[src/copper_defines.svh]
// copper configuration constants
// sizes shared by the program memory, executor, decoder and palette
// of the display-list coprocessor

`ifndef COPPER_DEFINES_SVH
`define COPPER_DEFINES_SVH

// instruction address width, one entry per 32-bit instruction
// in each of the two memory halves
`define COP_ADDR_W 10

// beam position width, covers both scan line and pixel column
`define COP_POS_W 11

// palette index width, gives 16 colour entries
`define COP_PAL_W 4

`endif

[src/copper_pkg.sv]
// copper package
// instruction word, opcode, decoded instruction and palette write
// types shared by the coprocessor blocks

`default_nettype none

`include "copper_defines.svh"

package copper_pkg;

    // one 16-bit half of a copper instruction
    typedef logic [15:0] word_t;

    // opcodes in bits 31..28, any other code runs as END
    typedef enum logic [3:0] {
        END    = 4'd0,
        WAIT_V = 4'd1,
        WAIT_H = 4'd2,
        MOVE   = 4'd3,
        JUMP   = 4'd4
    } cop_op_e;

    // raw instruction as fetched
    // even half is bits 31..16, odd half is bits 15..0
    typedef struct packed {
        logic [3:0]              opcode;
        logic [11-`COP_PAL_W:0]  rsvd;
        logic [`COP_PAL_W-1:0]   pal_idx;
        word_t                   lo;
    } cop_instr_t;

    // instruction with its fields pulled apart
    typedef struct packed {
        cop_op_e                 opcode;
        logic [`COP_POS_W-1:0]   pos;
        logic [`COP_ADDR_W-1:0]  target;
        logic [`COP_PAL_W-1:0]   pal_idx;
        word_t                   data;
    } cop_dec_t;

    // one palette write, valid only while en is high
    typedef struct packed {
        logic                    en;
        logic [`COP_PAL_W-1:0]   idx;
        word_t                   data;
    } pal_wr_t;

endpackage

`default_nettype wire

[src/copper_palette.sv]
// colour palette
// 16 entries of 16 bits, written by copper MOVEs and cleared on reset,
// read through a register so a write shows two cycles later

`default_nettype none
`timescale 1ns/1ps

`include "copper_defines.svh"

module copper_palette (
    input  wire logic                    clk,
    input  wire logic                    rst_i,
    input  wire copper_pkg::pal_wr_t     pal_wr_i,
    input  wire logic [`COP_PAL_W-1:0]   rd_idx_i,
    output copper_pkg::word_t            rd_data_o
);

    localparam int PAL_SIZE = 2**`COP_PAL_W;

    copper_pkg::word_t pal [0:PAL_SIZE-1];

    // register array, every entry goes back to black on reset
    always_ff @(posedge clk) begin
        if (rst_i) begin
            for (int i = 0; i < PAL_SIZE; i++) begin
                pal[i] <= '0;
            end
        end else if (pal_wr_i.en) begin
            pal[pal_wr_i.idx] <= pal_wr_i.data;
        end
    end

    // read register samples the array after the write edge
    always_ff @(posedge clk) begin
        rd_data_o <= pal[rd_idx_i];
    end

endmodule

`default_nettype wire

[config.mk]
export PLATFORM = sky130hd
export DESIGN_NAME = copper_palette
export DESIGN_NICKNAME = d
export VERILOG_FILES = /design/src/copper_pkg.sv /design/src/copper_palette.sv
export VERILOG_INCLUDE_DIRS = /design/src
export SDC_FILE = /design/constraint.sdc
export NUM_CORES = 1
export LEC_CHECK = 0
export ABC_CLOCK_PERIOD_IN_PS = 3150
export BUFFER_PORTS_ARGS = -buffer_cell sky130_fd_sc_hd__buf_2
export CAP_MARGIN = 10
export CORE_MARGIN = 2
export CORE_UTILIZATION = 45
export CTS_BUF_LIST = sky130_fd_sc_hd__clkbuf_16
export DETAILED_ROUTE_END_ITERATION = 7
export PLACE_DENSITY = 0.61
export SETUP_SLACK_MARGIN = 0.5
export SLEW_MARGIN = 20
export SYNTH_ARGS = -nofsm -noshare
export SYNTH_HDL_FRONTEND = slang
export SYNTH_SLANG_ARGS = --single-unit
[constraint.sdc]
create_clock -name clk -period 3.15 [get_ports clk]
set_input_delay 0.63 -clock clk [delete_from_list [all_inputs] [get_ports clk]]
set_output_delay 0.63 -clock clk [all_outputs]
set_load 0.005 [all_outputs]
==> results of run 1 <==
## state kept, by name (all words and copies together), names as in the netlist
name and flops:
pal 256, rd_data_o 16
## logic make-up (layout without fill, tap and decap cells)
kind of cell | count (synthesis) | after routing | synth area share [%]
buf+inv | 55 | 118 | 1.84
simple gates | 315 | 315 | 16.6
compound gates | 32 | 32 | 2.02
flops | 272 | 272 | 67.4
mux | 64 | 64 | 12.1
## stage by stage
stage,util (%),worst slack (ps)
global route,51.3,1070
CTS,51.3,1170
finish,51.3,1190
detailed placement,48.2,614
global placement,48.2,653
floorplan,-,1090
## per-layer routing
layer,vias up,routed length [µm]
met5,-,0
met4,0,580
met3,34,1490
met2,180,13600
met1,3312,11800
li1,2806,-
## layout make-up
cell class	count	share of cell area, %
Sequential cell	272	60.0
Multi-Input combinational cell	411	27.4
Clock buffer	29	5.44
Timing Repair Buffer	66	3.32
Tap cell	335	3.14
Clock inverter	23	0.657
## report_power, final
part	leakage, nW	internal (W)	switching [W]
registers	2.58	0.00417	0.0000665
logic	1.74	0.000231	0.000320
clock network	0.452	0.00164	0.00129
total	4.77	0.00604	0.00168
## final timing paths
| kind | startpoint | end | slack [ps] | depth (start not counted) |
|---|---|---|---|---|
| worst max register to register | pal[11][9] | rd_data_o[9] | 1710 | 3 |
| worst min register to register | pal[14][1] | rd_data_o[1] | 700 | 3 |
| worst max-delay path | rst_i | pal[0][9] | 1190 | 5 |
| worst min-delay path | pal_wr_i[13] | pal[7][13] | 580 | 2 |
## worst max-delay path, cell delays in order
cell    delay (ps)
buf_2          190
or4b_4         570
nor3_4         140
buf_4          210
or2_2          390
## cell usage in the layout (no fill, tap or decap), drive strengths merged
master | synthesis | routed
and2 | 257 | 257
or4b | 1 | 1
or2 | 16 | 16
nand4b | 1 | 1
nor2b | 2 | 2
a22oi | 32 | 32
nand2b | 2 | 2
clkinv | 0 | 8
mux4 | 64 | 64
inv | 0 | 15
edfxtp | 256 | 256
dfxtp | 16 | 16
nand2 | 17 | 17
nor2 | 13 | 13
nand4bb | 2 | 2
clkbuf | 46 | 29
nor3 | 4 | 4
buf | 9 | 66
==> impl_metrics.yaml, run 1 <==
outcome:
  status: "finished clean"
logic_synthesis:
  synth.most_common_cell: "edfxtp_1"
  yosysWarnings: 0
  synth_area_um2: 11900
  yosysTopAreaCellShare_pct: 64.7
  postSynth.asyncResetShare_pct: 0
  synth_cells: 738
  synth_ff_type: "edfxtp_1"
  ys_seq_elements: 272
  synth_area_leader_cell: "edfxtp_1"
  synthTopCellsByArea: "edfxtp_1 65%, and2_1 13%, mux4_2 12%, dfxtp_1 2.7%, a22oi_1 2.0%"
  syn_avg_cell_area_um2: 16.1
  synth_edf_count: 256
  syn_nets: 765
  ys_seq_area_share_pct: 67.4
  synth_cell_type_count: 23
  synth_commonest_cells: "256 x edfxtp_1, 241 x and2_1, 64 x mux4_2"
route:
  finalWirelength_um: 27500
  num_vias: 6332
  drc: 0
  vias_per_cell: 5.57
  drt_first_iter_violations: 482
  ant_nets: 0
  drt_pass1_iterations: 5
  wl_per_cell_um: 24.2
power_and_ir_drop:
  power_leakage_nw: 4.77
  powerDensity_nw_per_um2: 579
  p_total_w: 0.00773
  ir_worst_vdd_v: 0.000322
sta:
  period_share_pct: 62.3
  tightest_slew_ps: 878
  max_freq_mhz: 509
  setup_viol_count_final: 0
  finalSetupTns_ps: 0
  holdWs_ps: 580
  skew_ps: 15.7
  slew-limit-headroom_pct: 41.5
  maxSlewViolCount: 0
  grt_setup_unrepaired: "false"
  hold_violations: 0
  min_period_ps: 1960
layout:
  seq_area_um2: 8010
  num_antenna_cells: 0
  final_nets: 806
  areaGrowthSynthToFinish_pct: 12.3
  fill_cells: 2186
  design_area_um2: 13300
  multi_input_area_um2: 3660
  final_layout_size_suffix_gt1_share_pct: 25.1
  finalNonFillerCells: 1136
run:
  cap_violations: 0
clock_tree:
  cts-root-buf: "clkbuf_16"
  hold_buffers: 0
  cts_sinks: 272
  cts-resized-gates: 0
  tritoncts: "yes"
  cts_setup_buffers: 0
  cts_buffer_depth: 3
  clkSlewWorstSetupHoldPaths_ps: 60
  cts_buffers: 28
  h-tree-depth: 1
  clk_latency_ps: 540
grt:
  grt_pass1_vias: 6692
  grt_pass1_wl_um: 42100
  grt_busiest_layer: "met2"
  antenna_found_initial: 0
  grt-ovfl-total: 0
  grtUsageMet2_pct: 33.8
  grtUsageMet1_pct: 27.6
  grt_use_met3_pct: 3.21
  grtUsageTotal_pct: 20.1
  grt_max_degree: 32
worst_setup_path:
  crit_fanout: 20
  cp.arrival_ps: 2150
  start_kind: "input pin"
  timing_worst_setup_path_type: "in -> reg"
  critPathRequiredTime_ps: 3330
  cp-end-kind: "flip-flop"
placement:
  dp_hpwl_um: 16800
  placed_cells: 1084
  routabilityCongestion: 0.747
  dpl_cell_area_um2: 12500
  portBuffers: 42
floorplanning:
  initial_core_util_pct: 45.7
  die_area_um2: 27700
  rows: 59
  die_w_um: 167
  num_io_pins: 43
  die_h_um: 167
  core_area_um2: 26000
worst_hold_path:
  hold_class: "in -> reg"
No activity file was read; power rests on OpenSTA's default activity.
==> inputs of run 2 (changes only) <==
--- a/config.mk
+++ b/config.mk
@@ -6,7 +6,8 @@
 export SDC_FILE = /design/constraint.sdc
 export NUM_CORES = 1
 export LEC_CHECK = 0
-export ABC_CLOCK_PERIOD_IN_PS = 3150
+export ABC_AREA = 1
+export ABC_CLOCK_PERIOD_IN_PS = 1810
 export BUFFER_PORTS_ARGS = -buffer_cell sky130_fd_sc_hd__buf_2
 export CAP_MARGIN = 10
 export CORE_MARGIN = 2
==> constraint.sdc (replaced) <==
create_clock -name clk -period 1.81 [get_ports clk]
set_input_delay 0.362 -clock clk [delete_from_list [all_inputs] [get_ports clk]]
set_output_delay 0.362 -clock clk [all_outputs]
set_load 0.005 [all_outputs]
==> run 2 against run 1 <==
Cell area is 9.8% higher. Die area increased by 5.8%. Global-route usage increased by 4.3 points. Register-to-register slack worse by 1100 ps.
==> impl_metrics.yaml, run 2 <==
worst_setup_path:
  reg2reg_to: "rd_data_o[9]"
  cp.arrival_ps: 970
  crit_fanout: 1
  start_kind: "flip-flop"
  max_stage_delay_ps: 310
  crit_family: "flip-flops"
  timing_worst_setup_path_type: "reg -> out"
  critPathRequiredTime_ps: 1450
  crit_buf_inv: 1
  cp-end-kind: "output port"
  r2r_start: "pal[7][9]"
  cpMaxStageDelayCell: "dfxtp_2"
  crit_chain: "buf_2"
  ff2ff_path_depth: 6
  ff2ff_setup_slack_ps: 610
placement:
  dp_hpwl_um: 21900
  portBuffers: 42
  routabilityCongestion: 0.840
grt:
  grt_busiest_layer: "met2"
  grt-ovfl-total: 0
  grt_use_met3_pct: 2.95
  grtUsageTotal_pct: 24.5
  grt_pass1_wl_um: 52900
  grt_pass1_vias: 9060
  grtUsageMet2_pct: 41.2
  antenna_found_initial: 0
  grtUsageMet1_pct: 32.8
  grt_max_degree: 65
clock_tree:
  tritoncts: "yes"
  cts-root-buf: "clkbuf_16"
  cts_setup_buffers: 0
  h-tree-depth: 1
  cts_sinks: 272
  clk_latency_ps: 550
  cts_buffer_depth: 3
  clkSlewWorstSetupHoldPaths_ps: 60
  cts_buffers: 30
sta:
  grt_setup_unrepaired: "true"
  skew_ps: 8.56
  slew-limit-headroom_pct: 62.1
  finalSetupTns_ps: 0
  maxSlewViolCount: 0
  min_period_ps: 1340
  period_share_pct: 73.8
  setup_viol_count_final: 0
  tightest_slew_ps: 566
  max_freq_mhz: 749
  hold_violations: 0
layout:
  final_nets: 1469
  areaGrowthSynthToFinish_pct: 16.3
  most-common-layout-cells: "337 x nand2_1, 259 x nor2_1, 256 x edfxtp_1"
  final_util_pct: 52.8
  largest_reg_flops: 256
  regMostFlops: "pal"
  final_common_cell: "nand2_1"
  top_regs: "pal x256, rd_data_o x16"
  final_layout_size_suffix_gt1_share_pct: 12.0
  num_antenna_cells: 0
logic_synthesis:
  synth_commonest_cells: "357 x nand2_1, 259 x nor2_1, 256 x edfxtp_1"
  synth_ff_type: "edfxtp_1"
  synth_cell_type_count: 13
  yosysWarnings: 0
  ys_seq_area_share_pct: 63.6
  yosysTopAreaCellShare_pct: 61.0
  synth.most_common_cell: "nand2_1"
  synth_area_um2: 12600
  synthTopCellsByArea: "edfxtp_1 61%, nand2_1 11%, nor2_1 7.7%, nand3_1 7.6%, inv_1 6.4%"
  synth_cells: 1399
  synth_edf_count: 256
  syn_avg_cell_area_um2: 9.00
  postSynth.asyncResetShare_pct: 0
  syn_nets: 1426
  synth_area_leader_cell: "edfxtp_1"
  ys_seq_elements: 272
floorplanning:
  core_area_um2: 27700
  initial_core_util_pct: 45.5
  rows: 61
  num_io_pins: 43
  die_area_um2: 29300
  die_w_um: 171
  die_h_um: 171
route:
  ant_nets: 0
  drt_first_iter_violations: 894
  finalWirelength_um: 34800
  drt_pass1_iterations: 7
  vias_per_cell: 5.08
  drc: 0
  wl_per_cell_um: 18.9
  num_vias: 9374
power_and_ir_drop:
  p_comb_share_pct: 9.9
  powerDensity_nw_per_um2: 971
  ir_worst_vdd_v: 0.000603
  internal_power_w: 0.0107
  power_leakage_nw: 6.62
  switchingPower_w: 0.00348
  swShare_pct: 24.5
  clockPowerShare_pct: 38.4
  pwr-share-seq_pct: 51.7
worst_hold_path:
  hold_end: "rd_data_o[10]"
  min_from: "rd_idx_i[3]"
  worst_hold_path.num_cells: 4
  hold_class: "in -> reg"
run:
  cap_violations: 0
outcome:
  status: "finished clean"
==> run 2: changes by cell type in the layout (fill, tap and decap cells not counted), sizes merged, moves of 8 or more <==
| cell | delta |
|---|---|
| a22oi | -32 |
| nor2 | +246 |
| nand3 | +192 |
| mux4 | -64 |
| and2 | -257 |
| nand2 | +353 |
| buf | +29 |
| or2 | -16 |
| inv | +211 |
| clkinv | +8 |
==> run 2: kinds of logic (layout without fill, tap and decap cells) <==
| family | Yosys count | in the layout | synth area share [%] |
|---|---|---|---|
| buf+inv | 302 | 369 | 9.30 |
| flops | 272 | 272 | 63.6 |
| simple gates | 825 | 825 | 27.1 |
==> run 2: power groups by stage <==
stage | sequential [W] | clock (W) | combinational [W]
after floorplan | 0.00746 | 0 | 0.000831
after global placement | 0.00747 | 0 | 0.00139
after detailed placement | 0.00748 | 0 | 0.00140
after global routing | 0.00738 | 0.00576 | 0.00154
final | 0.00735 | 0.00546 | 0.00140
after CTS | 0.00735 | 0.00554 | 0.00140
==> run 2: stage by stage <==
step | hold slack [ps] | std cells | setup WS (ps) | instance area, µm² | power [W]
floorplan | 607 | 1399 | 263 | 13000 | 0.00829
global placement | 648 | 1788 | 124 | 13800 | 0.00886
detailed placement | 661 | 1788 | 124 | 13800 | 0.00888
CTS | 314 | 1844 | 457 | 14600 | 0.0143
global route | 349 | 1844 | 443 | 14600 | 0.0147
finish | 350 | 1844 | 474 | 14600 | 0.0142
==> run 2: per-layer routing <==
layer,part of all wire (%),wire (µm)
met1,41,14300
met2,48,16600
met3,7.4,2560
met4,3.8,1310
met5,0,0
==> run 2: worst max path at each step <==
stage | startpoint | endpoint | slack (ps) | cells past startpoint
floorplan | rst_i | pal[10][0] | 260 | 6
global placement | pal_wr_i[18] | pal[15][6] | 120 | 5
detailed placement | pal_wr_i[18] | pal[15][12] | 120 | 6
CTS | rd_data_o[0] | rd_data_o[0] | 460 | 1
global route | rd_data_o[9] | rd_data_o[9] | 440 | 1
finish | rd_data_o[0] | rd_data_o[0] | 470 | 1
==> run 2: timing repair <==
| item | CTS | global route |
|---|---|---|
| hold endpoints to repair | 0 | 0 |
| gates resized for setup | 0 | 2 |
| hold buffers | 0 | 0 |
| pin swaps | 0 | 0 |
| endpoints found under the setup margin | 16 | 16 |
==> run 2: final cells by class <==
class | instances | area, µm²
timing repair buffer | 95 | 736
clock buffer | 31 | 776
sequential | 272 | 8010
tap | 378 | 473
clock inverter | 25 | 106
multi-input combinational | 825 | 3700
inverter | 218 | 837
fill | 2567 | 13100
==> run 2: worst min-delay path, stage by stage <==
cell     delay [ps]
buf_2           120
buf_4           210
nand3_1         110
nand2_1          40
