[src/copper_defines.svh]
// copper configuration constants
// sizes shared by the program memory, executor, decoder and palette
// of the display-list coprocessor

`ifndef COPPER_DEFINES_SVH
`define COPPER_DEFINES_SVH

// instruction address width, one entry per 32-bit instruction
// in each of the two memory halves
`define COP_ADDR_W 10

// beam position width, covers both scan line and pixel column
`define COP_POS_W 11

// palette index width, gives 16 colour entries
`define COP_PAL_W 4

`endif

[src/copper_pkg.sv]
// copper package
// instruction word, opcode, decoded instruction and palette write
// types shared by the coprocessor blocks

`default_nettype none

`include "copper_defines.svh"

package copper_pkg;

    // one 16-bit half of a copper instruction
    typedef logic [15:0] word_t;

    // opcodes in bits 31..28, any other code runs as END
    typedef enum logic [3:0] {
        END    = 4'd0,
        WAIT_V = 4'd1,
        WAIT_H = 4'd2,
        MOVE   = 4'd3,
        JUMP   = 4'd4
    } cop_op_e;

    // raw instruction as fetched
    // even half is bits 31..16, odd half is bits 15..0
    typedef struct packed {
        logic [3:0]              opcode;
        logic [11-`COP_PAL_W:0]  rsvd;
        logic [`COP_PAL_W-1:0]   pal_idx;
        word_t                   lo;
    } cop_instr_t;

    // instruction with its fields pulled apart
    typedef struct packed {
        cop_op_e                 opcode;
        logic [`COP_POS_W-1:0]   pos;
        logic [`COP_ADDR_W-1:0]  target;
        logic [`COP_PAL_W-1:0]   pal_idx;
        word_t                   data;
    } cop_dec_t;

    // one palette write, valid only while en is high
    typedef struct packed {
        logic                    en;
        logic [`COP_PAL_W-1:0]   idx;
        word_t                   data;
    } pal_wr_t;

endpackage

`default_nettype wire

[src/copper_exec.sv]
// copper executor
// program counter and fetch/execute FSM, run once per frame from
// address 0, waits on beam position and issues palette writes

`default_nettype none
`timescale 1ns/1ps

`include "copper_defines.svh"

module copper_exec (
    input  wire logic                    clk,
    input  wire logic                    rst_i,
    input  wire logic                    cop_en_i,
    input  wire logic                    frame_start_i,
    input  wire logic [`COP_POS_W-1:0]   h_pos_i,
    input  wire logic [`COP_POS_W-1:0]   v_pos_i,
    input  wire copper_pkg::cop_dec_t    dec_i,
    output logic                         rd_en_o,
    output logic [`COP_ADDR_W-1:0]       rd_addr_o,
    output copper_pkg::pal_wr_t          pal_wr_o
);

    typedef enum logic [1:0] {
        IDLE,
        FETCH,
        EXEC
    } state_t;

    state_t                  state;
    state_t                  state_d;
    logic [`COP_ADDR_W-1:0]  pc;
    logic [`COP_ADDR_W-1:0]  pc_d;
    logic                    wait_met;
    logic                    move_req;

    // one read per instruction, data arrives as EXEC starts
    assign rd_en_o   = (state == FETCH);
    assign rd_addr_o = pc;

    // wait released once the beam has reached the position field
    always_comb begin
        case (dec_i.opcode)
            copper_pkg::WAIT_V: wait_met = (v_pos_i >= dec_i.pos);
            copper_pkg::WAIT_H: wait_met = (h_pos_i >= dec_i.pos);
            default:            wait_met = 1'b0;
        endcase
    end

    always_comb begin
        state_d  = state;
        pc_d     = pc;
        move_req = 1'b0;

        case (state)
            IDLE: begin
                state_d = IDLE;
            end
            FETCH: begin
                state_d = EXEC;
            end
            EXEC: begin
                case (dec_i.opcode)
                    copper_pkg::WAIT_V,
                    copper_pkg::WAIT_H: begin
                        if (wait_met) begin
                            pc_d    = pc + 1'b1;
                            state_d = FETCH;
                        end
                    end
                    copper_pkg::MOVE: begin
                        move_req = 1'b1;
                        pc_d     = pc + 1'b1;
                        state_d  = FETCH;
                    end
                    copper_pkg::JUMP: begin
                        pc_d    = dec_i.target;
                        state_d = FETCH;
                    end
                    default: begin
                        // END, wait for the next frame
                        state_d = IDLE;
                    end
                endcase
            end
            default: begin
                state_d = IDLE;
            end
        endcase

        // frame start abandons the current instruction
        if (frame_start_i) begin
            state_d  = FETCH;
            pc_d     = '0;
            move_req = 1'b0;
        end

        if (!cop_en_i) begin
            state_d  = IDLE;
            move_req = 1'b0;
        end
    end

    // palette write is a one-cycle pulse during the MOVE's EXEC cycle
    always_comb begin
        pal_wr_o.en   = move_req;
        pal_wr_o.idx  = dec_i.pal_idx;
        pal_wr_o.data = dec_i.data;
    end

    always_ff @(posedge clk) begin
        if (rst_i) begin
            state <= IDLE;
            pc    <= '0;
        end else begin
            state <= state_d;
            pc    <= pc_d;
        end
    end

endmodule

`default_nettype wire

[config.mk]
export PLATFORM = sky130hd
export DESIGN_NAME = copper_exec
export DESIGN_NICKNAME = d
export VERILOG_FILES = /design/src/copper_pkg.sv /design/src/copper_exec.sv
export VERILOG_INCLUDE_DIRS = /design/src
export SDC_FILE = /design/constraint.sdc
export NUM_CORES = 1
export LEC_CHECK = 0
export ABC_AREA = 1
export BUFFER_PORTS_ARGS = -buffer_cell sky130_fd_sc_hd__buf_2
export CORE_UTILIZATION = 40
export CTS_CLUSTER_DIAMETER = 150
export CTS_CLUSTER_SIZE = 14
export DETAILED_ROUTE_END_ITERATION = 6
export PLACE_DENSITY = 0.76
export SLEW_MARGIN = 20
export SYNTH_ARGS = -nofsm -noshare
export SYNTH_HDL_FRONTEND = slang
export SYNTH_SLANG_ARGS = --single-unit
[constraint.sdc]
create_clock -name clk -period 4.7 [get_ports clk]
set_clock_uncertainty 0.15 [all_clocks]
set_input_delay 1.175 -clock clk [delete_from_list [all_inputs] [get_ports clk]]
set_output_delay 1.175 -clock clk [all_outputs]
set_load 0.005 [all_outputs]
==> impl_metrics.csv, run 1 <==
group,metric,value,unit
run_status,status,"completed",
pwr,switching_power,79.6,uW
sta,clock.fmax,320,MHz
synth,yosys-top-cells-count,"nand2_1 (62), inv_1 (43), nor2_1 (28)",
die,ios,103,
setup_path,crit_buf_inv,2,
setup_path,critical_path.endpoint_type,"primary output",
routing,num_vias,1610,
cells_and_area,nNetsFinal,399,
clock_tree,cts_hold_buf,0,
placement,port_buffers,62,
die,start_util,0.428,
placement,dpl-instance-area,1810,um2
hold_path,hold_class,"reg2reg",
setup_path,criticalPathCategory,"in2out",
routing,firstDrtPassIters,4,
setup_path,path_cells,"buf_2 -> nor2_2 -> nand2_2 -> nor3_1 -> buf_2",
die,design.core.area,3770,um2
synth,yosys_warnings,0,
routing,avgRoutedWirePerCell,9.41,um
clock_tree,cts_buffers,3,
global_routing,antenna_found_initial,0,
setup_path,slowest_delay,0.16,ns
cells_and_area,area_growth,15.4,%
clock_tree,tritoncts,"yes",
clock_tree,clk_latency,0.24,ns
synth,postSynthAreaPerCell,6.20,um2
routing,routed_via_density,4.60,
synth,syn-num-nets,356,
routing,drc,0,
setup_path,crit_path_start_kind,"input port",
pwr,seqPwrFrac,0.350,
synth,synth_most_common_cell,"nand2_1",
synth,netlist_top_cells_area,"ha_1 (19%), dfxtp_1 (15%), nand2_1 (14%)",
setup_path,path_delay_family,"simple AND/OR/NAND/NOR gates",
global_routing,track_usage,0.163,
pwr,ir_drop,0.0979,mV
die,row_count,22,
placement,hpwl,2780,um
global_routing,grt_pass1_vias,1419,
clock_tree,post_cts_resized,0,
pwr,swShare,0.271,
placement,dp_cells,346,
placement,place_ws,1.57,ns
sta,slew_violations,0,
cells_and_area,n_fill_cell,390,
sta,hold_viol,0,
global_routing,grt_max_degree,21,
synth,synth_top_cell_area_share,0.194,
sta,finalSetupViolations,0,
global_routing,overflow,0,
sta,max_slew_margin,0.560,
routing,ant_nets,0,
die,dieArea,4290,um2
sta,setup_ws,1.58,ns
global_routing,grt_pass1_wl,5660,um
die,chipWidth,65.5,um
pwr,power_density,158,nW/um2
setup_path,rrSetupSlack,2.89,ns
sta,rsz0062_at_grt,"no",
sta,tns,0,ns
cells_and_area,diodes,0,
pwr,pwr-share-clk,0.383,
synth,post_synth_inst_count,260,
pwr,power_leakage,0.00105,uW
synth,yosysSeqAreaShare,0.149,
sta,post-route-period-util,0.664,
synth,synth-edff-count,0,
sta,period_minus_slack,3.12,ns
cells_and_area,drive_gt1_frac,0.248,
routing,routed_wl,3290,um
synth,synth.distinct_cells,27,
placement,gp_congestion,0.796,
routing,drtIter0Drc,84,
setup_path,cp.required,3.38,ns
clock_tree,h-tree-depth,1,
cells_and_area,fin_util,0.493,
cells_and_area,final_cells,350,
setup_path,slowest_stage,"nor2_2",
pwr,power.internal,214,uW
clock_tree,clockRootBuffer,"clkbuf_8",
clock_tree,cts_setup_buffers,0,
clock_tree,cts.path.max_buffers,2,
synth,synth_area_leader_cell,"ha_1",
synth,netlist_area,1610,um2
cells_and_area,final_cell_area,1860,um2
clock_tree,cts_sinks,12,
sta,max_slew.worst_pin.slew,0.659,ns
pwr,pwr-share-comb,0.267,
synth,ys_ff_latch,12,
synth,ys.flop_type,"dfxtp_1",
clock_tree,clk_pin_slew,0.06,ns
setup_path,path_max_fanout,3,
setup_path,cp_common_cell,"buf_2",
synth,async_flop_share,0,
die,dieHeight,65.5,um
run,cap_violations,0,
setup_path,arrival,1.80,ns
==> sequential cells by signal (all words and copies together) (netlist names) <==
name       count
rd_addr_o     10
state          2
==> stage by stage <==
step	power (uW)	hold WS, ns
finish	293	0.362
global route	317	0.394
CTS	296	0.357
detailed placement	184	0.348
global placement	182	0.346
floorplan	165	0.323
==> power groups by stage <==
stage	Sequential (uW)	Combinational [uW]	Clock, uW
3_3_place_gp	105	77.4	0
6_report	103	78.3	112
2_1_floorplan	105	60.4	0
5_1_grt	103	92.2	122
4_1_cts	103	79.5	113
3_5_place_dp	105	79.0	0
==> path summary, 6_finish.rpt <==
kind                     start            to  depth (start not counted)
setup reg to reg  rd_addr_o[0]  rd_addr_o[8]                         10
setup / recovery     dec_i[44]  pal_wr_o[20]                          5
hold reg to reg   rd_addr_o[3]  rd_addr_o[3]                          2
hold / removal    rd_addr_o[3]  rd_addr_o[3]                          2
==> cells in the final DEF (no fill, tap or decap) <==
cell type   n
nand2_1    62
buf_2      62
inv_1      43
nor2_1     28
ha_1       25
nand3_1    16
a21oi_1    14
o21ai_0    12
dfxtp_1    12
nand3b_1    4
clkbuf_8    4
nand4_1     3
nor2_2      2
nor3_1      2
nand3_2     2
or2_2       2
nand2_2     1
a21boi_0    1
inv_2       1
o21ai_1     1
o21bai_1    1
xnor2_1     1
mux2_2      1
mux2i_1     1
xor2_1      1
==> routing by layer <==
metal / share of wire / up-vias / GRT usage
li1: - / 884 / -
met1: 0.47 / 681 / 0.204
met2: 0.46 / 43 / 0.287
met3: 0.063 / 2 / 0.0260
met4: 0.0015 / 0 / 0.0435
met5: 0 / - / 0
==> cell families (layout without fill, tap and decap cells) <==
| group | Yosys count | after routing | share of synthesized area |
|---|---|---|---|
| muxes | 2 | 2 | 0.0132 |
| xor gates and xnor gates | 2 | 2 | 0.0109 |
| adders and majority gates | 25 | 25 | 0.194 |
| buffers and inverters | 68 | 110 | 0.213 |
| AOI/OAI and AO/OA | 29 | 29 | 0.0931 |
| DFF | 12 | 12 | 0.149 |
| and+or+nand+nor | 122 | 122 | 0.327 |
==> tightest hold or removal path, cell delays in order (launching register included) <==
cell and delay [ns]:
dfxtp_1 0.33, nand2_1 0.07, a21oi_1 0.06
==> layout make-up <==
cell class,instances,area (um2),share of cell area
clock buffers,4,55.1,0.0296
inverters,44,165,0.0888
multi-input cells,180,1030,0.553
flip-flops and latches,12,240,0.129
well taps,48,60.1,0.0323
repair buffers,62,310,0.167
No activity file was read; power rests on OpenSTA's default activity.
==> inputs of run 2 (changes only) <==
- CORE_UTILIZATION: 40 -> 39
- PLACE_DENSITY: 0.76 -> 0.77
- clock period: 4.7 -> 2.6 ns (I/O delays scaled with it)
==> run 2 against run 1 <==
Effect of this change: clock power up 84%; non-clock buffer count up 1; sequential share of layout area down 0.069 points; highest routed layer unchanged.
==> impl_metrics.csv, run 2 (same netlist as run 1, synthesis figures left out) <==
group,metric,value,unit
clock_tree,clk_latency,0.24,ns
clock_tree,cts_sinks,12,
hold_path,hold_class,"reg2reg",
placement,place_ws,0.0526,ns
setup_path,cp.required,2.61,ns
sta,post-route-period-util,0.894,
die,design.core.area,3970,um2
sta,period_minus_slack,2.32,ns
clock_tree,cts_hold_buf,0,
setup_path,critical_path.endpoint_type,"flop",
routing,ant_nets,0,
clock_tree,tritoncts,"yes",
setup_path,slowest_delay,0.31,ns
setup_path,crit_cells,12,
cells_and_area,diodes,0,
die,start_util,0.406,
global_routing,grt_pass1_wl,5850,um
setup_path,crit_path_start_kind,"input port",
setup_path,criticalPathCategory,"in2reg",
sta,hold_viol,0,
clock_tree,clockRootBuffer,"clkbuf_8",
sta,rsz0062_at_grt,"no",
sta,tns,0,ns
routing,drc,0,
setup_path,path_delay_family,"simple AND/OR/NAND/NOR gates",
die,dieHeight,66.3,um
setup_path,path_cells,"buf_2 -> inv_1 -> ha_1 -> nand2_1 -> nor2_1 -> a21boi_0 -> nor2_1 -> nand2_1 -> nand3_2 -> inv_2 -> nand2_1 -> a21oi_1",
clock_tree,post_cts_resized,0,
placement,gp_congestion,0.825,
routing,avgRoutedWirePerCell,9.84,um
setup_path,rr_worst_depth,10,
sta,max_slew.worst_pin.slew,0.276,ns
die,row_count,23,
sta,worst_hold_slack,0.368,ns
sta,clock.fmax,430,MHz
sta,finalSetupViolations,0,
die,ios,103,
run,cap_violations,0,
sta,setup_ws,0.276,ns
global_routing,overflow,0,
sta,max_slew_margin,0.815,
sta,slew_violations,0,
routing,routed_via_density,4.59,
global_routing,antenna_found_initial,0,
routing,firstDrtPassIters,5,
clock_tree,cts_buffers,3,
setup_path,arrival,2.34,ns
setup_path,crit_buf_inv,3,
cells_and_area,nNetsFinal,400,
pwr,power_density,286,nW/um2
routing,drtIter0Drc,77,
cells_and_area,n_fill_cell,416,
setup_path,slowest_stage,"ha_1",
pwr,ir_drop,0.140,mV
cells_and_area,area_growth,16.0,%
placement,hpwl,2920,um
die,dieArea,4400,um2
cells_and_area,final_cell_mix,"nand2_1 (62), buf_2 (62), inv_1 (43)",
global_routing,track_usage,0.168,
routing,num_vias,1621,
global_routing,grt_max_degree,20,
clock_tree,cts.path.max_buffers,2,
hold_path,whs_path_depth,2,
global_routing,grt_pass1_vias,1417,
clock_tree,clk_pin_slew,0.05,ns
placement,port_buffers,62,
run_status,status,"completed",
clock_tree,cts_setup_buffers,0,
pwr,power_leakage,0.00105,uW
die,chipWidth,66.3,um
cells_and_area,largest_register_ff_count,10,
routing,routed_wl,3470,um
setup_path,cp_common_cell,"nand2_1",
cells_and_area,drive_gt1_frac,0.251,
clock_tree,h-tree-depth,1,
setup_path,path_max_fanout,11,
run 2: cell count changes in the layout (fill, tap and decap cells not counted):
cell   previous run  this run
buf_4             0         1
run 2: power by group:
part	switching, uW	total [uW]	internal, uW
Clock	71.9	206	134
Sequential	0.758	186	185
Combinational	75.1	144	68.7
Total	148	535	388
run 2: through the flow:
stage	area (um2)	total power [uW]	cells	util
after floorplan	1610	298	260	-
after global placement	1820	329	349	0.457
after detailed placement	1820	334	349	0.457
after CTS	1870	540	353	0.471
after global routing	1870	570	353	0.471
final	1870	535	353	0.471
run 2: area by class of cell:
cell class                      count  area [um2]  share of cell area
Clock buffer                        4        55.1              0.0294
Inverter                           44         165              0.0883
Tap cell                           50        62.6              0.0334
Sequential cell                    12         240               0.128
Multi-Input combinational cell    180        1030               0.551
Timing Repair Buffer               63         318               0.170
run 2: metal layers:
metal | vias to the layer above | part of all wire | GRT usage
met5 | - | 0 | 0
met4 | 0 | 0.020 | 0.0505
met3 | 8 | 0.045 | 0.0190
met2 | 44 | 0.47 | 0.293
met1 | 683 | 0.47 | 0.213
li1 | 886 | - | -
run 2: path summary, 6_finish.rpt:
path                                      to         start  slack (ns)
worst max-delay path            rd_addr_o[3]     dec_i[40]        0.28
worst min register to register      state[1]      state[1]        0.37
worst min-delay path                state[1]      state[1]        0.37
worst max register to register  rd_addr_o[8]  rd_addr_o[0]        0.82
run 2: worst register-to-register path, delay by kind of cell, from the launching register on:
family | cells | cell delay [ns]
and+or+nand+nor | 7 | 0.69
DFF | 1 | 0.43
adders and majority gates | 1 | 0.22
xor gates and xnor gates | 1 | 0.15
AOI/OAI and AO/OA | 1 | 0.08
